## src/riscv_pkg.sv

```systemverilog
`default_nettype none

package riscv_pkg;

    typedef logic [63:0] xlen_t;     // Data and address word
    typedef logic [31:0] inst_t;     // Instruction word
    typedef logic [4:0]  reg_addr_t; // Register index
    typedef logic [11:0] csr_addr_t; // CSR address

    // Execute stage FSM, LOAD_KEY needs a second pass
    typedef enum logic {
        EXE_RUN,
        EXE_LOAD_WAIT
    } exe_state_t;

    // Address map
    localparam xlen_t RAM_BASE = 64'h0000_0000_1000_0000; // Reset PC, ROM window
    localparam xlen_t KEY_BASE = 64'h0000_0000_2000_0000; // Key input register
    localparam xlen_t ART_BASE = 64'h0000_0000_2000_0008; // ART output register

    // Major opcodes
    localparam logic [6:0] OP_LUI       = 7'b0110111;
    localparam logic [6:0] OP_ADDI      = 7'b0010011; // OP-IMM group
    localparam logic [6:0] OP_JAL       = 7'b1101111;
    localparam logic [6:0] OP_SYSTEM    = 7'b1110011;
    localparam logic [6:0] OP_LOAD_KEY  = 7'b0001011; // custom-0
    localparam logic [6:0] OP_STORE_ART = 7'b0101011; // custom-1

    localparam logic [2:0] FUNCT3_ADDI  = 3'b000;
    localparam logic [2:0] FUNCT3_CSRRW = 3'b001;

    localparam inst_t INST_MRET = 32'h3020_0073;
    localparam inst_t INST_NOP  = 32'h0000_0013; // ADDI x0,x0,0

    // Machine CSR addresses
    localparam csr_addr_t CSR_MSTATUS = 12'h300;
    localparam csr_addr_t CSR_MIE     = 12'h304;
    localparam csr_addr_t CSR_MTVEC   = 12'h305;
    localparam csr_addr_t CSR_MEPC    = 12'h341;
    localparam csr_addr_t CSR_MCAUSE  = 12'h342;
    localparam csr_addr_t CSR_MIP     = 12'h344;

    localparam int MSTATUS_MIE_BIT  = 3;
    localparam int MSTATUS_MPIE_BIT = 7;
    localparam int MIE_MEIE_BIT     = 11; // Same position as MEIP in mip

    localparam xlen_t MCAUSE_MEI = 64'h8000_0000_0000_000B; // Interrupt, code 11

endpackage

`default_nettype wire

```

## src/periph_bus.sv

```systemverilog
`default_nettype none

module periph_bus (
    input  wire                   clk,
    input  wire                   reset,
    input  wire riscv_pkg::xlen_t bus_address,
    input  wire riscv_pkg::xlen_t bus_write_data,
    input  wire                   bus_write_enable,
    input  wire                   bus_read_enable,
    input  wire riscv_pkg::xlen_t key_in,
    output riscv_pkg::xlen_t      bus_read_data,
    output riscv_pkg::xlen_t      art_data,
    output logic                  art_valid
);
    import riscv_pkg::*;

    xlen_t key_meta;  // First sync stage
    xlen_t key_sync;  // Safe to use
    logic  key_hit;
    logic  art_hit;

    assign key_hit = (bus_address == KEY_BASE);
    assign art_hit = bus_write_enable && (bus_address == ART_BASE);

    always_ff @(posedge clk or negedge reset) begin
        if (!reset) begin
            key_meta      <= '0;
            key_sync      <= '0;
            bus_read_data <= '0;
            art_valid     <= 1'b0;
        end else begin
            key_meta  <= key_in;
            key_sync  <= key_meta;
            art_valid <= art_hit; // One cycle after the write strobe
            if (bus_read_enable) begin
                bus_read_data <= key_hit ? key_sync : '0; // Unmapped reads give zero
            end
        end
    end

    // ART payload
    always_ff @(posedge clk) begin
        if (art_hit) begin
            art_data <= bus_write_data;
        end
    end

endmodule

`default_nettype wire

```

## config.mk

```make
export PLATFORM = sky130hd
export DESIGN_NAME = periph_bus
export DESIGN_NICKNAME = d
export VERILOG_FILES = /design/src/riscv_pkg.sv /design/src/periph_bus.sv
export SDC_FILE = /design/constraint.sdc
export NUM_CORES = 1
export LEC_CHECK = 0
export BUFFER_PORTS_ARGS = -buffer_cell sky130_fd_sc_hd__buf_2
export CAP_MARGIN = 20
export CORE_MARGIN = 1.5
export CORE_UTILIZATION = 52
export DETAILED_ROUTE_END_ITERATION = 7
export PLACE_DENSITY = 0.85
export SETUP_SLACK_MARGIN = 0.15
export SLEW_MARGIN = 20
export SYNTH_ARGS = -nofsm -noshare
export SYNTH_HDL_FRONTEND = slang
export SYNTH_SLANG_ARGS = --single-unit
```

## constraint.sdc

```tcl
create_clock -name clk -period 1.8 [get_ports clk]
set_clock_uncertainty 0.15 [all_clocks]
set_input_delay 0.09 -clock clk [delete_from_list [all_inputs] [get_ports clk]]
set_output_delay 0.09 -clock clk [all_outputs]
set_load 0.03 [all_outputs]
```

==> summary.txt <==
Run status
  • Status: finished, final reports clean

GRT
  • Total gr overflow: 0
  • First-pass GRT wire length: 35,400 um
  • GRT Overall Usage: 28.5%
  • Vias in the first global route: 6,604
  • Initial antenna violation count: 2
  • Largest net degree at the start of global routing: 64

Setup path
  • Crit Reg-Reg Startpoint: bus_read_data[7]$_DFFE_PN0P_
  • Worst Setup End Kind: flop
  • End point of the critical path: art_data[5]$_DFFE_PP_
  • CP Launch Point: bus_address[63]
  • Cell breakdown of the critical path: buf_2, nor4_4, nand4_1, or4_4, nor2_4, buf_12, buf_12
  • Flop2flop setup slack: 0.94 ns
  • Critical path arrival: 1.77 ns
  • Crit Path Category: primary input to flop
  • CP Max Fanout: 13
  • Slowest stage cell, crit path: or4_4
  • CP peak stage delay: 0.59 ns
  • CP required: 1.87 ns
  • Startpoint types: primary input
  • Reg-to-reg critical path endpoint: bus_read_data[7]$_DFFE_PN0P_
  • Cells on worst reg2reg path: 2
  • Most frequent cell on the critical path: buf_12

Timing
  • Setup Viol. Count Final: 0
  • Max_slew headroom: 67.7%
  • WHS: 0.0709 ns
  • Max-slew violation total from the final report: 0
  • Fin crit period: 1.71 ns
  • Setup TNS Final: 0 ns
  • Fin crit share: 94.8%
  • Fmax: 0.586 GHz
  • Worst-margin pin slew: 0.485 ns
  • RSZ-0062 raised after global routing: true
  • Fin. Hold Viols: 0

Pwr
  • Worst IR Drop VDD: 0.859 mV
  • Leakage: 5.80 nW
  • PD cells: 984 nW/um2

Route
  • Initial DRC Count: 295
  • Via density per instance: 4.88
  • Wire per inst: 19.6 um
  • Antenna Nets Post-Route: 0
  • Drt drc: 0
  • Post-Route WL: 23,900 um
  • Detailed-route via count: 5,946
  • DR pass1 iterations: 4

Clock network
  • TritonCTS clock tree: built
  • H-tree depth: 1
  • Clk buf depth: 3
  • Clk sinks: 257
  • Clock latency on the worst-skew pair: 0.50 ns
  • Root Driver: clkbuf_16
  • Cts bufs inserted: 26
  • Clk slew on worst S/H paths: 0.06 ns

Die
  • Starting density of the core: 53.7%
  • Core Region: 15,300 um2
  • Cell Rows: 45
  • Die width: 129 um
  • Die area: 16,600 um2
  • Boundary Pins: 325
  • Die H: 129 um

Final layout
  • Fin cells: 1,218
  • Share of cells above drive strength 1: 45.4%
  • Commonest cells after routing, fill and taps aside: 322 x buf_2, 193 x dfrtp_1, 132 x dlygate4sd3_1
  • Fin nets: 1,180
  • Final instance area: 12,700 um2
  • Area Overhead vs Synth: 54.5%
  • Commonest non-fill, non-tap cell in the layout: buf_2

Yosys
  • Xor/xnor cell area share of the yosys netlist: 0%
  • Yosys reg bits: 257
  • Largest family of logic cells by synthesized area: compound AO/OA/AOI/OAI gates
  • Syn_nets: 690
  • Yosys warning total: 0
  • Mapped Cells: 494
  • Mux cell area share after synthesis: 0%
  • Cell Area, Synth: 8220 um2
  • Simple-Gate Fraction of Synth Area: 4.80%
  • Yosys cell types: 18
  • Synth Area in Compound Gates: 8.60%
  • Adder-Cell Fraction of Synth Area: 0%
  • Post-Syn Area per Cell: 16.6 um2
  • Register area share after synthesis: 82.2%

Placed design
  • IO Port Bufs: 324
  • Post-place instance area: 10,400 um2
  • RePlAce Congestion: 0.906
  • Placed insts: 1,035
  • HPWL after DPL: 13,300 um

Hold path
  • Worst Hold Class: primary input to flop

Run
  • Max-cap violations: 0
power by group:
group	internal, W	switching [W]	total, W
logic	0.000398	0.000324	0.000723
clock network	0.00343	0.00216	0.00560
registers	0.00612	0.0000432	0.00616
total	0.00995	0.00253	0.0125
cell usage after synthesis:
cell type / number / share of area, %
o22ai_2: 49 / 7.5
buf_6: 6 / 0.82
nand2_1: 64 / 2.9
nor4_1: 14 / 1.1
nand3b_1: 1 / 0.091
o22ai_1: 15 / 1.1
nand4_1: 4 / 0.30
nor4b_1: 1 / 0.11
nor3_1: 1 / 0.061
nor2_2: 1 / 0.076
edfxtp_1: 64 / 23
dfrtp_1: 193 / 59
or4_1: 1 / 0.091
clkbuf_1: 10 / 0.46
buf_2: 1 / 0.061
inv_1: 64 / 2.9
nor2b_1: 1 / 0.076
buf_1: 4 / 0.18
critical path: cells and delay by family:
| kind | cells | cell delay [ns] |
|---|---|---|
| buf+inv | 3 | 0.44 |
| simple gates | 4 | 1.23 |
sequential cells by signal, indices dropped and copies added, names as in the netlist:
signal and count:
art_valid 1, key_sync 64, bus_read_data 64, art_data 64, key_meta 64
how the worst min path moves through the flow:
stage                                          to              from  slack (ns)  cells after the start
floorplan                     art_valid$_DFF_PN0_             reset       -0.36                      0
detailed placement  bus_read_data[46]$_DFFE_PN0P_             reset       -0.05                      1
global placement    bus_read_data[51]$_DFFE_PN0P_             reset       -0.05                      1
global route               key_meta[26]$_DFF_PN0_        key_in[26]        0.06                      2
CTS                           art_valid$_DFF_PN0_  bus_write_enable        0.03                      5
finish                        art_valid$_DFF_PN0_  bus_write_enable        0.07                      5
kinds of logic after synthesis:
kind of cell,after synthesis
AOI/OAI and AO/OA,64
buffers and inverters,85
DFF,257
and+or+nand+nor,88
routing by layer:
metal	vias to the layer above	global-route usage, %	wire (um)	share of wire, %
li1	2652	-	-	-
met2	256	53.0	13000	54
met5	-	0	0	0
met4	0	8.72	608	2.5
met1	2987	32.1	8610	36
met3	51	7.40	1650	6.9
stage by stage:
step	util, %	setup slack, ns	total power, W
after global routing	82.9	0.0572	0.0129
after floorplan	-	-0.994	0.00635
after global placement	68.0	-0.427	0.00671
after CTS	82.6	0.154	0.0125
after detailed placement	68.0	-0.422	0.00673
final	82.9	0.0943	0.0125
layout make-up:
type                    instances  area (um2)
well taps                     211         264
clock inverters                 8        96.3
diodes                          3        7.51
multi-input cells             152        1210
clock buffers                  40         821
inverters                      64         240
flip-flops and latches        257        6750
fillers                       732        2620
repair buffers                483        3310
repair_timing:
action / 4_1_cts / 5_1_grt
endpoints found under the hold margin: 338 / 0
pin swaps: 0 / 1
gates resized for setup: 1 / 4
gates cloned: 0 / 0
setup buffers: 0 / 0
hold buffers: 132 / 0
setup endpoints to repair: 64 / 65
Note: power is estimated with default switching activity, not from simulation.
