==> src/riscv_pkg.sv <==
`default_nettype none

package riscv_pkg;

    typedef logic [63:0] xlen_t;     // Data and address word
    typedef logic [31:0] inst_t;     // Instruction word
    typedef logic [4:0]  reg_addr_t; // Register index
    typedef logic [11:0] csr_addr_t; // CSR address

    // Execute stage FSM, LOAD_KEY needs a second pass
    typedef enum logic {
        EXE_RUN,
        EXE_LOAD_WAIT
    } exe_state_t;

    // Address map
    localparam xlen_t RAM_BASE = 64'h0000_0000_1000_0000; // Reset PC, ROM window
    localparam xlen_t KEY_BASE = 64'h0000_0000_2000_0000; // Key input register
    localparam xlen_t ART_BASE = 64'h0000_0000_2000_0008; // ART output register

    // Major opcodes
    localparam logic [6:0] OP_LUI       = 7'b0110111;
    localparam logic [6:0] OP_ADDI      = 7'b0010011; // OP-IMM group
    localparam logic [6:0] OP_JAL       = 7'b1101111;
    localparam logic [6:0] OP_SYSTEM    = 7'b1110011;
    localparam logic [6:0] OP_LOAD_KEY  = 7'b0001011; // custom-0
    localparam logic [6:0] OP_STORE_ART = 7'b0101011; // custom-1

    localparam logic [2:0] FUNCT3_ADDI  = 3'b000;
    localparam logic [2:0] FUNCT3_CSRRW = 3'b001;

    localparam inst_t INST_MRET = 32'h3020_0073;
    localparam inst_t INST_NOP  = 32'h0000_0013; // ADDI x0,x0,0

    // Machine CSR addresses
    localparam csr_addr_t CSR_MSTATUS = 12'h300;
    localparam csr_addr_t CSR_MIE     = 12'h304;
    localparam csr_addr_t CSR_MTVEC   = 12'h305;
    localparam csr_addr_t CSR_MEPC    = 12'h341;
    localparam csr_addr_t CSR_MCAUSE  = 12'h342;
    localparam csr_addr_t CSR_MIP     = 12'h344;

    localparam int MSTATUS_MIE_BIT  = 3;
    localparam int MSTATUS_MPIE_BIT = 7;
    localparam int MIE_MEIE_BIT     = 11; // Same position as MEIP in mip

    localparam xlen_t MCAUSE_MEI = 64'h8000_0000_0000_000B; // Interrupt, code 11

endpackage

`default_nettype wire

==> src/csr_file.sv <==
`default_nettype none

module csr_file (
    input  wire                       clk,
    input  wire                       reset,
    input  wire riscv_pkg::csr_addr_t csr_addr,
    input  wire riscv_pkg::xlen_t     csr_wdata,
    input  wire                       csr_we,
    input  wire                       trap_take,
    input  wire riscv_pkg::xlen_t     trap_pc,
    input  wire                       mret,
    input  wire                       irq_req,
    output riscv_pkg::xlen_t          csr_rdata,
    output riscv_pkg::xlen_t          mtvec,
    output riscv_pkg::xlen_t          mepc,
    output logic                      irq_take
);
    import riscv_pkg::*;

    xlen_t mstatus;
    xlen_t mie;
    xlen_t mcause;
    xlen_t mip_value;
    logic  meip;      // Only pending bit and owned by hardware
    logic  irq_req_q; // Edge detect

    always_comb begin
        mip_value               = '0;
        mip_value[MIE_MEIE_BIT] = meip;
    end

    // Pending, enabled and globally unmasked
    assign irq_take = meip && mie[MIE_MEIE_BIT] && mstatus[MSTATUS_MIE_BIT];

    always_comb begin
        case (csr_addr)
            CSR_MSTATUS: csr_rdata = mstatus;
            CSR_MIE:     csr_rdata = mie;
            CSR_MIP:     csr_rdata = mip_value;
            CSR_MTVEC:   csr_rdata = mtvec;
            CSR_MEPC:    csr_rdata = mepc;
            CSR_MCAUSE:  csr_rdata = mcause;
            default:     csr_rdata = '0;
        endcase
    end

    always_ff @(posedge clk or negedge reset) begin
        if (!reset) begin
            mstatus   <= '0;
            mie       <= '0;
            mtvec     <= '0;
            mepc      <= '0;
            mcause    <= '0;
            meip      <= 1'b0;
            irq_req_q <= 1'b0;
        end else begin
            irq_req_q <= irq_req;
            if (csr_we) begin
                case (csr_addr)
                    CSR_MSTATUS: mstatus <= csr_wdata;
                    CSR_MIE:     mie     <= csr_wdata;
                    CSR_MTVEC:   mtvec   <= csr_wdata;
                    CSR_MEPC:    mepc    <= csr_wdata;
                    CSR_MCAUSE:  mcause  <= csr_wdata;
                    default: ; // mip is read only here
                endcase
            end
            if (trap_take) begin
                mepc                      <= trap_pc;
                mcause                    <= MCAUSE_MEI;
                mstatus[MSTATUS_MPIE_BIT] <= mstatus[MSTATUS_MIE_BIT];
                mstatus[MSTATUS_MIE_BIT]  <= 1'b0; // No nesting
                meip                      <= 1'b0;
            end else if (mret) begin
                mstatus[MSTATUS_MIE_BIT]  <= mstatus[MSTATUS_MPIE_BIT];
                mstatus[MSTATUS_MPIE_BIT] <= 1'b1;
            end
            if (irq_req && !irq_req_q) begin
                meip <= 1'b1; // New edge wins over a same-cycle clear
            end
        end
    end

    // Core only traps on a live request
    assert property (@(posedge clk) disable iff (!reset)
        trap_take |-> irq_take)
        else $error("trap_take while irq_take is low");

endmodule

`default_nettype wire

==> config.mk <==
export PLATFORM = sky130hd
export DESIGN_NAME = csr_file
export DESIGN_NICKNAME = d
export VERILOG_FILES = /design/src/riscv_pkg.sv /design/src/csr_file.sv
export SDC_FILE = /design/constraint.sdc
export NUM_CORES = 1
export LEC_CHECK = 0
export CORE_MARGIN = 2
export CORE_UTILIZATION = 69
export CTS_CLUSTER_DIAMETER = 30
export DETAILED_ROUTE_END_ITERATION = 10
export DONT_BUFFER_PORTS = 1
export PLACE_DENSITY_LB_ADDON = 0.2
export SLEW_MARGIN = 20
export SYNTH_ARGS = -nofsm -noshare
export SYNTH_HDL_FRONTEND = slang
export SYNTH_SLANG_ARGS = --single-unit
==> constraint.sdc <==
create_clock -name clk -period 2.8 [get_ports clk]
set_input_delay 0 -clock clk [delete_from_list [all_inputs] [get_ports clk]]
set_output_delay 0 -clock clk [all_outputs]
set_load 0.1 [all_outputs]
==> metrics.yaml, run 1 <==
crit_type: "input port to output port"
cts_buffers: 56
clk_latency_ps: 550
fin_crit_sh_pct: 99.80
sequentialPowerShare_pct: 38.9
h-tree-depth: 2
timing.hold.ws_ps: -856.0
p_int_mw: 9.903
dpl-instance-area_um2: 16650
fin_tns_setup_ps: 0
num_rows: 54
syn_inst: 1174
power_density_nw_per_um2: 670.3
gp_congestion: 0.8182
cp-start-kind: "input port"
grt_overflow: 0
wl_per_cell_um: 33.71
rrSetupSlack_ps: 710
hold_viol: 322
root_buffer: "clkbuf_16"
die_x_um: 152.7
final_antenna_net_count: 0
hold_path.class: "input port to async pin"
grt_pass1_wl_um: 90700
viasPerCell: 7.528
status: "finished, violations left"
cts.sinks: 322
layout_commonest_cell: "dfrtp_1"
drtIter0Drc: 1596
cts_buffer_depth: 3
critPathCaptureType: "output port"
yosysWarnings: 0
vdd_drop_max_uv: 698.6
io_pins: 339
dr.pass1.iters: 6
post-cts-setup-buffers: 0
setup_violations: 0
yosys_most_used_dff: "dfrtp_1"
fillCellCount: 566
design_area_um2: 20520
areaGrowthSynthToFinish_pct: 34.46
power_mw: 13.75
syn_area_per_cell_um2: 13.00
p_sw_mw: 3.852
synth-edff-count: 0
dieArea_um2: 23320
path_max_fanout: 30
grt_usage_pct: 51.01
die_y_um: 152.7
grt_pass1_vias: 14482
ys_ff_latch: 322
io_buffers: 0
ys_types: 40
drc: 0
fmax_mhz: 357.9
antenna_found_initial: 1
cts.repair.resized: 0
failed_checks: "negative hold slack"
ys_seq_area_share_pct: 52.80
cap_violations: 0
combinationalPowerShare_pct: 7.2
reg2reg_from: "mcause[31]"
switching_share_pct: 28.00
place_hpwl_um: 26590
leakage_nw: 9.376
layout-drive-gt1-share_pct: 35.01
min_period_ps: 2794
holdBufCountCts: 181
rsz0062_at_grt: "no"
critPathRequiredTime_ps: 2800
clkPwrFrac_pct: 53.9
cts_tree: "yes"
arrival_ps: 2790
routed_wl_um: 59830
reg2reg_to: "mcause[31]"
num_vias: 13362
slew_headroom_pct: 29.44
synth_async_sr_flop_share_pct: 100.0
final_cell_mix: "322 x dfrtp_1, 209 x mux2_2, 180 x dlygate4sd3_1"
clkTransAtPathRegs_ps: 50
syn-num-nets: 1320
final_cells: 1775
synth.cell_area_um2: 15260
start_util_pct: 70.15
dp_cells: 1487
grt_max_degree: 323
drv_slew: 0
tightest_slew_ps: 1062
fin_worst_skew_ps: 0.7322
layout.nets: 1592
ff2ff_path_depth: 3
core_region_area_um2: 21760
==> kinds of logic after synthesis <==
| logic type | count (synthesis) | share of synthesized area, % |
|---|---|---|
| DFF | 322 | 52.80 |
| muxes | 392 | 28.32 |
| AOI/OAI and AO/OA | 239 | 11.58 |
| and+or+nand+nor | 122 | 4.271 |
| buffers and inverters | 99 | 3.025 |
==> worst max-delay path: stages <==
cell and delay (ps):
nor4_1 750, and3_2 1010, a22oi_1 370, o21ai_2 240, buf_4 360
==> stage by stage <==
stage	util (%)	setup WS [ps]
6_report	94.32	5.625
3_3_place_gp	76.55	746.2
5_1_grt	94.32	9.183
4_1_cts	94.31	376.9
2_1_floorplan	-	23.41
3_5_place_dp	76.55	569.3
==> power by group through the flow <==
| stage | clock network (mW) | logic (mW) | registers, mW |
|---|---|---|---|
| floorplan | 0 | 0.316 | 5.63 |
| global placement | 0 | 0.650 | 5.41 |
| detailed placement | 0 | 0.667 | 5.42 |
| CTS | 7.27 | 0.923 | 5.34 |
| global route | 7.60 | 1.01 | 5.36 |
| finish | 7.41 | 0.987 | 5.35 |
==> cell type report <==
class / instances / area, µm² / area share (%)
antenna: 1 / 2.502 / 0.01220
clock buffer: 65 / 1518 / 7.396
clock inverter: 41 / 516.7 / 2.518
inverter: 2 / 7.507 / 0.03659
multi-input combinational: 753 / 7129 / 34.74
sequential: 322 / 8058 / 39.27
tap: 280 / 350.3 / 1.707
timing repair buffer: 311 / 2938 / 14.32
==> Yosys cell counts, types with 2 or more instances <==
master / number / area share, %
a22o_1: 57 / 3.3
a22oi_1: 117 / 5.8
and3_1: 4 / 0.16
and3b_1: 2 / 0.11
and4_1: 2 / 0.11
buf_1: 5 / 0.12
buf_2: 33 / 1.1
buf_6: 6 / 0.44
clkbuf_1: 52 / 1.3
dfrtp_1: 322 / 53
inv_1: 2 / 0.049
mux2_1: 109 / 8.0
mux2_2: 209 / 15
mux2i_1: 74 / 4.9
nand2_1: 10 / 0.25
nand2b_1: 4 / 0.16
nand3_1: 5 / 0.16
nand4_1: 3 / 0.12
nor2_1: 62 / 1.5
nor2b_1: 4 / 0.16
nor3_1: 5 / 0.16
nor4_1: 3 / 0.12
o21ai_0: 29 / 0.95
o221ai_1: 7 / 0.40
o22ai_1: 27 / 1.1
or4_1: 7 / 0.34
==> sequential cells by signal (all words and copies together) (netlist names) <==
register / count
mstatus: 64
irq_req_q: 1
mtvec: 64
mcause: 64
meip: 1
mepc: 64
mie: 64
==> routing by layer <==
layer | vias up | routed length (µm) | global-route usage (%)
met5 | - | 0 | 0
met4 | 0 | 4624 | 32.89
met3 | 406 | 7380 | 16.78
met2 | 1339 | 28350 | 81.21
met1 | 6617 | 19470 | 59.80
li1 | 5000 | - | -
==> worst max path at each step <==
| stage | endpoint | start | cells after the start |
|---|---|---|---|
| 6_report | csr_rdata[34] | csr_addr[0] | 5 |
| 5_1_grt | csr_rdata[34] | csr_addr[0] | 5 |
| 4_1_cts | csr_rdata[55] | mepc[55] | 3 |
| 3_5_place_dp | csr_rdata[34] | csr_addr[0] | 5 |
| 3_3_place_gp | mtvec[47] | csr_addr[0] | 6 |
| 2_1_floorplan | csr_rdata[13] | csr_addr[5] | 6 |
(Power assumes the default switching activity.)
==> inputs of run 2 (changes only) <==
--- a/config.mk
+++ b/config.mk
@@ -6,7 +6,8 @@
 export NUM_CORES = 1
 export LEC_CHECK = 0
 export CORE_MARGIN = 2
-export CORE_UTILIZATION = 69
+export CORE_UTILIZATION = 70
+export CTS_BUF_LIST = sky130_fd_sc_hd__clkbuf_4
 export CTS_CLUSTER_DIAMETER = 30
 export DETAILED_ROUTE_END_ITERATION = 10
 export DONT_BUFFER_PORTS = 1
==> metrics.yaml, run 2 (same netlist as run 1, synthesis figures left out) <==
p_int_mw: 7.412
combinationalPowerShare_pct: 11.6
cts_buffer_depth: 3
io_pins: 339
finalWorstSetupSlack_ps: -8.738
ff2ff_path_depth: 3
grt_pass1_wl_um: 91280
leakage_nw: 9.430
clkTransAtPathRegs_ps: 90
core_region_area_um2: 21620
post-cts-setup-buffers: 0
setup_violations: 1
fin_crit_sh_pct: 100.3
h-tree-depth: 3
dieArea_um2: 23000
layout.nets: 1707
timing.hold.ws_ps: -1035
die_x_um: 151.7
rsz0062_at_grt: "no"
crit_type: "flip-flop to output port"
dr.pass1.iters: 6
critPathRequiredTime_ps: 2800
reg2reg_to: "mepc[15]"
fmax_mhz: 356.0
critPathCaptureType: "output port"
grt_max_degree: 323
drtIter0Drc: 1674
layout-drive-gt1-share_pct: 35.08
post-route-util_pct: 94.13
place_hpwl_um: 26080
vdd_drop_max_uv: 514.9
switching_share_pct: 31.75
rrSetupSlack_ps: 510
grt_overflow: 0
status: "finished, violations left"
routed_wl_um: 61280
drv_slew: 0
viasPerCell: 7.369
cp-start-kind: "flip-flop"
root_buffer: "clkbuf_4"
sequentialPowerShare_pct: 48.2
clk_latency_ps: 720
start_util_pct: 70.58
grt_usage_pct: 54.08
holdBufCountCts: 252
arrival_ps: 2810
power_density_nw_per_um2: 533.6
failed_checks: "negative hold slack, negative setup slack"
areaGrowthSynthToFinish_pct: 33.35
path_max_fanout: 3
num_vias: 14030
cts_tree: "yes"
pre_cts_ws_ps: 735.9
num_rows: 54
clkPwrFrac_pct: 40.2
antenna_found_initial: 3
tightest_slew_ps: 1234
final_cell_mix: "322 x dfrtp_1, 251 x dlygate4sd3_1, 209 x mux2_2"
drc: 0
layout_commonest_cell: "dfrtp_1"
die_y_um: 151.7
fin_worst_skew_ps: 3.854
hold_path.class: "input port to async pin"
cts_buffers: 83
reg2reg_from: "mepc[15]"
hold_viol: 322
power_mw: 10.86
gp_congestion: 0.8052
cap_violations: 0
wl_per_cell_um: 32.19
slew_headroom_pct: 17.72
final_antenna_net_count: 0
cts.sinks: 322
p_sw_mw: 3.448
min_period_ps: 2809
io_buffers: 0
grt_pass1_vias: 15392
-- run 2: cell type report --
type | count | area, µm²
Timing Repair Buffer | 399 | 3739
Clock buffer | 121 | 908.4
Antenna cell | 5 | 12.51
Sequential cell | 322 | 8058
Fill cell | 580 | 1270
Tap cell | 280 | 350.3
Multi-Input combinational cell | 753 | 7136
Inverter | 2 | 7.507
Clock inverter | 22 | 140.1
-- run 2: power by group through the flow --
stage,clock [mW],combinational [mW],sequential [mW]
3_3_place_gp,0,0.781,5.30
6_report,4.36,1.26,5.24
5_1_grt,4.56,1.28,5.24
2_1_floorplan,0,0.316,5.63
3_5_place_dp,0,0.800,5.30
4_1_cts,4.11,1.16,5.21
-- run 2: what timing repair did --
item	in CTS	in global routing
resized for setup	0	2
endpoints found under the setup margin	0	5
endpoints found under the hold margin	644	322
-- run 2: routing by layer --
metal  vias to the layer above  GRT usage (%)  wire length, µm
met5                         -              0                0
met4                         0          44.40             5413
met3                       511          21.62             7852
met2                      1461          84.14            28930
met1                      6800          58.11            19090
li1                       5258              -                -
-- run 2: worst max path at each step --
stage                            start       endpoint  slack (ps)
final                         mepc[15]  csr_rdata[15]          -9
after global routing       csr_addr[7]      mcause[2]           3
after CTS                  csr_addr[7]  csr_rdata[55]         200
after detailed placement  csr_addr[10]       mepc[37]         740
after global placement     csr_addr[5]  csr_rdata[56]         840
after floorplan            csr_addr[5]  csr_rdata[13]          20
-- run 2: through the flow --
step	instance area, µm²	std cells	setup TNS [ps]
floorplan	15260	1174	0
global placement	16740	1504	0
detailed placement	16740	1504	0
CTS	20330	1899	0
global route	20350	1902	0
finish	20350	1904	-8.738
-- run 2: worst max-delay path: stages (launching register included) --
cell	delay, ps
dfrtp_1	1050
a22o_1	290
a22oi_1	160
o22ai_2	260
buf_4	330
