<file path="config.mk">
export PLATFORM = sky130hd
export DESIGN_NAME = inst_rom
export DESIGN_NICKNAME = d
export VERILOG_FILES = /design/src/riscv_pkg.sv /design/src/inst_rom.sv
export SDC_FILE = /design/constraint.sdc
export NUM_CORES = 1
export LEC_CHECK = 0
export ABC_CLOCK_PERIOD_IN_PS = 4300
export BUFFER_PORTS_ARGS = -buffer_cell sky130_fd_sc_hd__buf_2
export CAP_MARGIN = 5
export CORE_ASPECT_RATIO = 0.8
export CORE_MARGIN = 2
export CORE_UTILIZATION = 39
export DETAILED_ROUTE_END_ITERATION = 10
export PLACE_DENSITY_LB_ADDON = 0.25
export REMOVE_ABC_BUFFERS = 1
export SLEW_MARGIN = 10
export SYNTH_ARGS = -nofsm -noshare
export SYNTH_HDL_FRONTEND = slang
export SYNTH_SLANG_ARGS = --single-unit
</file>
<file path="constraint.sdc">
create_clock -name vclk -period 4.3
set_input_delay 0.215 -clock vclk [all_inputs]
set_output_delay 0.215 -clock vclk [all_outputs]
set_load 0.05 [all_outputs]
</file>
<file path="src/riscv_pkg.sv">
`default_nettype none

package riscv_pkg;

    typedef logic [63:0] xlen_t;     // Data and address word
    typedef logic [31:0] inst_t;     // Instruction word
    typedef logic [4:0]  reg_addr_t; // Register index
    typedef logic [11:0] csr_addr_t; // CSR address

    // Execute stage FSM, LOAD_KEY needs a second pass
    typedef enum logic {
        EXE_RUN,
        EXE_LOAD_WAIT
    } exe_state_t;

    // Address map
    localparam xlen_t RAM_BASE = 64'h0000_0000_1000_0000; // Reset PC, ROM window
    localparam xlen_t KEY_BASE = 64'h0000_0000_2000_0000; // Key input register
    localparam xlen_t ART_BASE = 64'h0000_0000_2000_0008; // ART output register

    // Major opcodes
    localparam logic [6:0] OP_LUI       = 7'b0110111;
    localparam logic [6:0] OP_ADDI      = 7'b0010011; // OP-IMM group
    localparam logic [6:0] OP_JAL       = 7'b1101111;
    localparam logic [6:0] OP_SYSTEM    = 7'b1110011;
    localparam logic [6:0] OP_LOAD_KEY  = 7'b0001011; // custom-0
    localparam logic [6:0] OP_STORE_ART = 7'b0101011; // custom-1

    localparam logic [2:0] FUNCT3_ADDI  = 3'b000;
    localparam logic [2:0] FUNCT3_CSRRW = 3'b001;

    localparam inst_t INST_MRET = 32'h3020_0073;
    localparam inst_t INST_NOP  = 32'h0000_0013; // ADDI x0,x0,0

    // Machine CSR addresses
    localparam csr_addr_t CSR_MSTATUS = 12'h300;
    localparam csr_addr_t CSR_MIE     = 12'h304;
    localparam csr_addr_t CSR_MTVEC   = 12'h305;
    localparam csr_addr_t CSR_MEPC    = 12'h341;
    localparam csr_addr_t CSR_MCAUSE  = 12'h342;
    localparam csr_addr_t CSR_MIP     = 12'h344;

    localparam int MSTATUS_MIE_BIT  = 3;
    localparam int MSTATUS_MPIE_BIT = 7;
    localparam int MIE_MEIE_BIT     = 11; // Same position as MEIP in mip

    localparam xlen_t MCAUSE_MEI = 64'h8000_0000_0000_000B; // Interrupt, code 11

endpackage

`default_nettype wire

</file>
<file path="src/inst_rom.sv">
`default_nettype none

module inst_rom (
    input  wire riscv_pkg::xlen_t pc,
    output riscv_pkg::inst_t      instruction
);
    import riscv_pkg::*;

    always_comb begin
        instruction = INST_NOP; // Outside the window or unused slot
        if (pc[63:7] == RAM_BASE[63:7]) begin
            case (pc[6:2])
                5'h00: instruction = 32'h1000_00B7; // LUI x1,0x10000
                5'h01: instruction = 32'h0400_8093; // ADDI x1,x1,0x40
                5'h02: instruction = 32'h3050_9073; // CSRRW x0,mtvec,x1
                5'h03: instruction = 32'h4000_0193; // ADDI x3,x0,0x400
                5'h04: instruction = 32'h4001_8193; // ADDI x3,x3,0x400
                5'h05: instruction = 32'h3041_9073; // CSRRW x0,mie,x3
                5'h06: instruction = 32'h0080_0113; // ADDI x2,x0,8
                5'h07: instruction = 32'h3001_1073; // CSRRW x0,mstatus,x2
                // Main loop
                5'h08: instruction = 32'h0000_028B; // LOAD_KEY x5
                5'h09: instruction = 32'h0050_002B; // STORE_ART x5
                5'h0A: instruction = 32'h0012_8293; // ADDI x5,x5,1
                5'h0B: instruction = 32'h0050_002B; // STORE_ART x5
                5'h0C: instruction = 32'hFF1F_F06F; // JAL x0,-16
                // Interrupt handler at offset 0x40
                5'h10: instruction = 32'h1234_5337; // LUI x6,0x12345
                5'h11: instruction = 32'h0060_002B; // STORE_ART x6
                5'h12: instruction = INST_MRET;
                default: instruction = INST_NOP;
            endcase
        end
    end

endmodule

`default_nettype wire

</file>
==> out/results.ini, run 1 <==
[setup_path]
crit_cells=6
cpMostUsedCell=buf_2
crit_chain=buf_2 > nor4_1 > nand4_1 > nor4_4 > and3b_1 > buf_2
required_ns=4.09
cp_num_buf_inv=2
worst-setup-path-type=input port to output port
crit_family=simple AND/OR/NAND/NOR gates
worstSetupStartpointType=input port
worstPathMaxFanout=17
slowest_delay_ns=0.71
cp.arrival_ns=2.16
crit_slowest_cell=nor4_4
end_kind=output port

[timing]
rsz0062_at_grt=no
setup_violations=0
post-route-worst-setup-slack_ns=1.92
report.final.slew_viol_count=0
hold_viol=0
worstMarginPinSlew_ns=0.720
fin_crit_sh=0.553
setup_tns_ns=0
period_minus_slack_ns=2.38
relSlewSlack=0.517
fmax_mhz=421

[synth]
yosysSeqAreaShare=0
netlist_area_um2=872
syn_avg_cell_area_um2=7.21
yosys_warnings=0
ys_types=40
netlist_instances=121

[pwr]
ir_worst_vdd_mv=0.0443
powerDensity_nw_per_um2=63.0
power.leakage_nw=0.754

[final_layout]
final_area_um2=1250
diodes=0
mostFrequentLayoutCell=buf_2
layoutNonFillerInstCount=221
final-seq-area_um2=0
final_core_utilization=0.584
area_growth_pct=43.2
fin_nets=271
most-common-layout-cells=90 x buf_2, 9 x ha_1, 8 x nor4_1, 8 x nand2_1, 7 x nor2_1
num-fill-cells=213
seq_cells=0
nClkBuffers=0
drive_gt1_frac=0.500

[worst_hold_path]
worstHoldStart=pc[16]
min_to=instruction[7]
hold_class=input port to output port
whs_path_depth=5

[cts]
holdBufCountCts=0
cts_resized=0
cts_setup_buffers=0

[die]
coreArea_um2=2140
rows=15
fp.dieArea_um2=2630
io_pins=96
die_y_um=46.3
start_util=0.408
die_x_um=56.9

[placement]
gp_congestion=0.775
portBuffers=90
dpl.cell_count=221
placement.setup.worst_slack_ns=1.93
dp_hpwl_mm=2.32
placed_area_um2=1250

[route]
dr.pass1.iters=4
drc=0
vias_per_cell=5.19
post_drt_wl_per_cell_um=12.7
dr_total_vias=1148
routed_wl_mm=2.81
drt_iter0_drc=23
ant_nets=0

[global_route]
gr-total-overflow=0
antenna_found_initial=0
grt_first_pass_wirelength_mm=3.98
grt_start_max_net_pins=20
grt_pass1_vias=936
grt_use_total=0.183

[outcome]
outcome=completed

[run]
cap_violations=0

## per-layer routing
metal  up-vias  track usage  wire length (µm)
met5         -            0                 0
met3         2       0.0140               247
met1       509        0.218              1150
met2        51        0.379              1410
li1        586            -                 -
met4         0      0.00930                 8
## cell type report
cell class / instances / area (µm²) / share of cell area
Multi-Input combinational cell: 102 / 752 / 0.602
Timing Repair Buffer: 90 / 450 / 0.361
Tap cell: 25 / 31.3 / 0.0251
Inverter: 4 / 15.0 / 0.0120
## report_power, final
group | internal (mW) | switching [mW] | total, mW
combinational | 0.0348 | 0.0439 | 0.0787
sequential | 0 | 0 | 0
clock | 0 | 0 | 0
total | 0.0348 | 0.0439 | 0.0787
## worst max-delay path by stage
stage / endpoint / start / slack, ns
floorplan: instruction[13] / pc[10] / 1.03
global placement: instruction[27] / pc[26] / 1.97
detailed placement: instruction[19] / pc[10] / 1.93
CTS: instruction[19] / pc[26] / 1.91
global route: instruction[19] / pc[10] / 1.73
finish: instruction[19] / pc[10] / 1.92
## tightest hold or removal path, delay by kind of cell
family | cells | cell delay (ns)
buffers and inverters | 2 | 0.28
and+or+nand+nor | 3 | 0.26
## cell usage after synthesis (2+ instances only)
| master | count | share of area |
|---|---|---|
| buf_4 | 11 | 0.095 |
| ha_1 | 9 | 0.13 |
| nand2_1 | 8 | 0.034 |
| nor4_1 | 8 | 0.057 |
| nor2_1 | 7 | 0.030 |
| a21oi_1 | 6 | 0.034 |
| and3_1 | 5 | 0.036 |
| mux2i_1 | 5 | 0.057 |
| nor2b_1 | 5 | 0.036 |
| clkbuf_1 | 4 | 0.017 |
| nor3_1 | 4 | 0.023 |
| and2_1 | 3 | 0.022 |
| inv_1 | 3 | 0.013 |
| nand2b_1 | 3 | 0.022 |
| nor4_2 | 3 | 0.043 |
| o211a_1 | 3 | 0.034 |
| a22oi_1 | 2 | 0.017 |
| and3b_1 | 2 | 0.020 |
| conb_1 | 2 | 0.0086 |
| nand3_1 | 2 | 0.011 |
| nand4_1 | 2 | 0.014 |
| nor4_4 | 2 | 0.049 |
| nor4b_1 | 2 | 0.020 |
| o21a_1 | 2 | 0.017 |
| o21ai_0 | 2 | 0.011 |
| o22ai_1 | 2 | 0.014 |
## kinds of logic (layout without fill, tap and decap cells)
logic type	count (synthesis)	count (layout)	synth area share
fa+ha+maj	9	9	0.129
compound gates	24	24	0.191
other cells	2	4	0.00861
mux	6	6	0.0703
buf+inv	21	94	0.146
simple gates	59	59	0.455
## through the flow
stage / hold slack [ns] / total power [mW]
2_1_floorplan: 0.532 / 0.0356
3_3_place_gp: 0.960 / 0.0754
3_5_place_dp: 0.967 / 0.0780
4_1_cts: 0.968 / 0.0784
5_1_grt: 1.01 / 0.0863
6_report: 0.966 / 0.0787
(Power assumes the default switching activity.)
==> inputs of run 2 (changes only) <==
ABC_AREA = 1   (was default)
ABC_CLOCK_PERIOD_IN_PS = 2200   (was 4300)
CORE_UTILIZATION = 36   (was 39)
clock period = 2.2 ns   (was 4.3 ns; I/O delays follow)
==> out/results.ini, run 2 <==
[pwr]
p_clk_frac=0  ; unchanged
cellInternalPower_mw=0.0658  ; +89%
power_frac_comb=1.000  ; about the same
ir_worst_vdd_mv=0.0987  ; +120%
seq_power_share=0  ; unchanged
p_sw_mw=0.0839  ; +91%
swShare=0.560  ; +0.00302
power.leakage_nw=0.735  ; -2.5%
power_mw=0.150  ; +90%
powerDensity_nw_per_um2=123  ; +95%

[placement]
portBuffers=90  ; unchanged
gp_congestion=0.859  ; +11%
dp_hpwl_mm=2.08  ; -10%

[route]
routed_wl_mm=2.38  ; -16%
vias_per_cell=4.40  ; -15%
dr_total_vias=1214  ; +5.7%
dr.pass1.iters=4  ; unchanged
drc=0  ; unchanged
drt_iter0_drc=55  ; +140%
post_drt_wl_per_cell_um=8.61  ; -32%
ant_nets=0  ; unchanged

[synth]
synth_area_leader_cell=nor2_1
synth.most_common_cell=nor2_1
synth-compound-area-share=0.0938  ; -0.0971
syn_avg_cell_area_um2=4.83  ; -33%
ys_types=18  ; -55%
synth_top_family_by_area=simple AND/OR/NAND/NOR gates
netlist_area_um2=841  ; -3.6%
synth_top_area_share=0.259  ; +0.130
netlist_instances=174  ; +44%
synth_area_leaders=nor2_1 26%, nand2_1 22%, ha_1 13%, buf_4 9.8%, o21ai_0 5.4%
synth-simple-area-share=0.582  ; +0.127
synthMuxAreaShare=0  ; -0.0703
synthTopCellsByCount=58 x nor2_1, 50 x nand2_1, 11 x buf_4
synth_xor_area_frac=0  ; unchanged
synthAdderAreaFrac=0.134  ; +0.00480
yosys_warnings=0  ; unchanged
yosysSeqAreaShare=0  ; unchanged

[die]
rows=15  ; unchanged
coreArea_um2=2180  ; +1.8%
io_pins=96  ; unchanged
die_y_um=47.2  ; +2.0%
fp.dieArea_um2=2740  ; +4.1%
die_x_um=58.0  ; +2.0%
start_util=0.386  ; -0.0214

[setup_path]
crit_slowest_cell=o21ai_0
worstSetupStartpointType=input port
crit_family=buffers and inverters
end_kind=output port
cp_num_buf_inv=3  ; +1
required_ns=2.09  ; -2.00 ns
worstPathMaxFanout=9  ; -8
cp.arrival_ns=1.57  ; -0.59 ns
crit_chain=buf_2 > inv_1 > ha_1 > nand2_1 > o21ai_0 > o21ai_0 > nor2_1 > buf_2
slowest_delay_ns=0.32  ; -0.39 ns
worst-setup-path-type=input port to output port

[timing]
setup_tns_ns=0  ; unchanged
period_minus_slack_ns=1.68
report.final.slew_viol_count=0  ; unchanged
fmax_mhz=594
rsz0062_at_grt=no
hold_viol=0  ; unchanged
fin_crit_sh=0.766
setup_violations=0  ; unchanged

[final_layout]
seq_cells=0  ; unchanged
most-common-layout-cells=90 x buf_2, 58 x nor2_1, 50 x nand2_1
final-seq-area_um2=0  ; unchanged
area_growth_pct=44.5
mostFrequentLayoutCell=buf_2
diodes=0  ; unchanged
fin_nets=326  ; +20%
nClkBuffers=0  ; unchanged
drive_gt1_frac=0.386  ; -0.114

[cts]
cts_setup_buffers=0  ; unchanged
holdBufCountCts=0  ; unchanged
cts_resized=0  ; unchanged

[global_route]
antenna_found_initial=0  ; unchanged
grt_first_pass_wirelength_mm=4.05  ; +1.7%
grt_pass1_vias=1021  ; +9.1%
grt_start_max_net_pins=21  ; +5.0%
gr-total-overflow=0  ; unchanged
top_usage_layer=met2
use_met1=0.239  ; +0.0208
grt_use_total=0.180  ; -0.00291
met3_usage=0.0193  ; +0.00524
grtUsageMet2=0.323  ; -0.0563

[worst_hold_path]
whs_path_depth=5  ; unchanged
worstHoldStart=pc[6]
hold_class=input port to output port
min_to=instruction[22]

[run]
cap_violations=0  ; unchanged

[outcome]
outcome=completed

run 2: how the worst max path moves through the flow:
| stage | from | end | slack, ns | cells past startpoint |
|---|---|---|---|---|
| after floorplan | pc[8] | instruction[13] | -0.65 | 6 |
| after global placement | pc[2] | instruction[8] | 0.53 | 8 |
| after detailed placement | pc[2] | instruction[8] | 0.52 | 8 |
| after CTS | pc[2] | instruction[8] | 0.51 | 8 |
| after global routing | pc[62] | instruction[14] | 0.40 | 7 |
| final | pc[2] | instruction[8] | 0.52 | 8 |
run 2: cells by family after synthesis:
logic type	after synthesis
and+or+nand+nor	123
adders and majority gates	9
AOI/OAI and AO/OA	15
other	2
buffers and inverters	25
run 2: power groups by stage:
stage               Sequential [mW]  Clock [mW]  Combinational, mW
floorplan                         0           0             0.0789
global placement                  0           0              0.148
detailed placement                0           0              0.149
CTS                               0           0              0.150
global route                      0           0              0.173
finish                            0           0              0.150
run 2: through the flow:
step                      utilization  hold slack [ns]  setup slack (ns)  instances  cell area [µm²]
after global routing            0.558            0.780             0.401        276             1210
after global placement          0.558            0.755             0.531        276             1210
final                           0.558            0.744             0.516        276             1210
after detailed placement        0.558            0.739             0.519        276             1210
after CTS                       0.558            0.742             0.515        276             1210
after floorplan                     -            0.434            -0.649        161              733
run 2: cell type report:
type               instances  area [µm²]
inverters                 10        37.5
multi-input cells        151         696
well taps                 25        31.3
repair buffers            90         450
fillers                  249         962
run 2: per-layer routing:
metal / vias to the layer above / wire length [µm] / part of all wire
met4: 0 / 12 / 0.0051
li1: 678 / - / -
met5: - / 0 / 0
met2: 52 / 1110 / 0.47
met1: 482 / 1060 / 0.45
met3: 2 / 194 / 0.082
==> inputs of run 3 (changes only) <==
ABC_CLOCK_PERIOD_IN_PS = 1500   (was 2200)
CORE_UTILIZATION = 32   (was 36)
clock period = 1.5 ns   (was 2.2 ns; I/O delays follow)
==> out/results.ini, run 3 (synthesized netlist as in run 2, its figures left out) <==
[outcome]
outcome=completed

[final_layout]
final-seq-area_um2=0  ; unchanged
drive_gt1_frac=0.434  ; +0.0475
mostFrequentLayoutCell=buf_2
nClkBuffers=0  ; unchanged
final_area_um2=1440  ; +18%
diodes=0  ; unchanged
area_growth_pct=70.7
layoutNonFillerInstCount=301  ; +9.1%
most-common-layout-cells=71 x buf_2, 55 x nor2_1, 49 x nand2_1, 17 x buf_4
seq_cells=0  ; unchanged
fin_nets=340  ; +4.3%

[placement]
dp_hpwl_mm=2.21  ; +6.2%
dpl.cell_count=301  ; +9.1%
portBuffers=90  ; unchanged
gp_congestion=0.863  ; +0.44%
placed_area_um2=1350  ; +11%

[setup_path]
worstSetupStartpointType=input port
end_kind=output port
worstPathMaxFanout=3  ; -6
required_ns=1.42  ; -0.67 ns
slowest_delay_ns=0.21  ; -0.11 ns
crit_family=buffers and inverters
worst-setup-path-type=input port to output port
startpoint=pc[2]
cp.arrival_ns=1.32  ; -0.25 ns
crit_slowest_cell=nor2_2
crit_chain=buf_2 > inv_1 > ha_1 > nand2_1 > buf_4 > nor2_1 > a21oi_1 > nor2_2 > buf_6
cp_num_buf_inv=4  ; +1

[global_route]
grt_start_max_net_pins=12  ; -43%
grt_use_total=0.166  ; -0.0140
gr-total-overflow=0  ; unchanged
grt_pass1_vias=1090  ; +6.8%
use_met1=0.215  ; -0.0241
grt_first_pass_wirelength_mm=4.18  ; +3.2%
antenna_found_initial=0  ; unchanged
met3_usage=0.0157  ; -0.00354
grtUsageMet2=0.291  ; -0.0319
top_usage_layer=met2

[timing]
fmax_mhz=717
hold_viol=0  ; unchanged
report.final.slew_viol_count=0  ; unchanged
setup_violations=0  ; unchanged
period_minus_slack_ns=1.40
fin_crit_sh=0.930
hold_ws_ns=0.689  ; -0.0550 ns

[die]
io_pins=96  ; unchanged
coreArea_um2=2460  ; +13%
die_y_um=49.8  ; +5.5%
rows=16  ; +1
fp.dieArea_um2=3060  ; +12%
die_x_um=61.3  ; +5.7%
start_util=0.341  ; -0.0447

[pwr]
power_mw=0.247  ; +65%
power.leakage_nw=0.804  ; +9.5%
ir_worst_vdd_mv=0.104  ; +5.2%
seq_power_share=0  ; unchanged
power_frac_comb=1.000  ; about the same
powerDensity_nw_per_um2=172  ; +39%
p_clk_frac=0  ; unchanged
p_sw_mw=0.129  ; +54%
cellInternalPower_mw=0.117  ; +78%
swShare=0.525  ; -0.0359

[route]
vias_per_cell=4.19  ; -4.8%
dr_total_vias=1261  ; +3.9%
routed_wl_mm=2.60  ; +9.4%
ant_nets=0  ; unchanged
dr.pass1.iters=4  ; unchanged
drt_iter0_drc=29  ; -47%
drc=0  ; unchanged
post_drt_wl_per_cell_um=8.64  ; +0.34%

[worst_hold_path]
worstHoldStart=pc[6]
hold_class=input port to output port

[run]
cap_violations=0  ; unchanged

[cts]
cts_setup_buffers=0  ; unchanged

run 3: changes by cell type in the layout (fill, tap and decap cells not counted), sizes merged:
cell,before,now
buf,90,96
clkbuf,0,8
run 3: final cells by class:
class	count	area (µm²)
Fill cell	266	1030
Multi-Input combinational cell	151	711
Timing Repair Buffer	104	642
Tap cell	36	45.0
Inverter	10	37.5
run 3: layer usage:
layer	up-vias	wire (µm)
li1	707	-
met3	4	171
met4	0	25
met1	501	1200
met5	-	0
met2	49	1210
run 3: repair_timing:
item	4_1_cts	5_1_grt
gates resized for setup	0	44
endpoints found under the setup margin	0	24
hold buffers	0	0
run 3: metrics by stage:
| step | utilization | TNS, ns | setup WS (ns) |
|---|---|---|---|
| after floorplan | - | -12.12 | -1.28 |
| after global placement | 0.547 | 0 | 0.0818 |
| after CTS | 0.547 | 0 | 0.0646 |
| after global routing | 0.583 | -0.0485 | -0.0210 |
| final | 0.583 | 0 | 0.105 |
| after detailed placement | 0.547 | 0 | 0.0714 |
run 3: power groups by stage:
stage	Sequential, mW	Combinational (mW)	Clock [mW]
5_1_grt	0	0.281	0
3_3_place_gp	0	0.243	0
2_1_floorplan	0	0.116	0
4_1_cts	0	0.245	0
6_report	0	0.247	0
3_5_place_dp	0	0.244	0
run 3: path summary, 6_finish.rpt:
kind / to / cells after the start
setup / recovery: instruction[25] / 9
hold / removal: instruction[22] / 5
run 3: worst min-delay path, cell delays in order:
cell and delay (ns):
buf_2 0.15, nand2_1 0.07, nand3_1 0.07, nor2_1 0.04, clkbuf_4 0.20
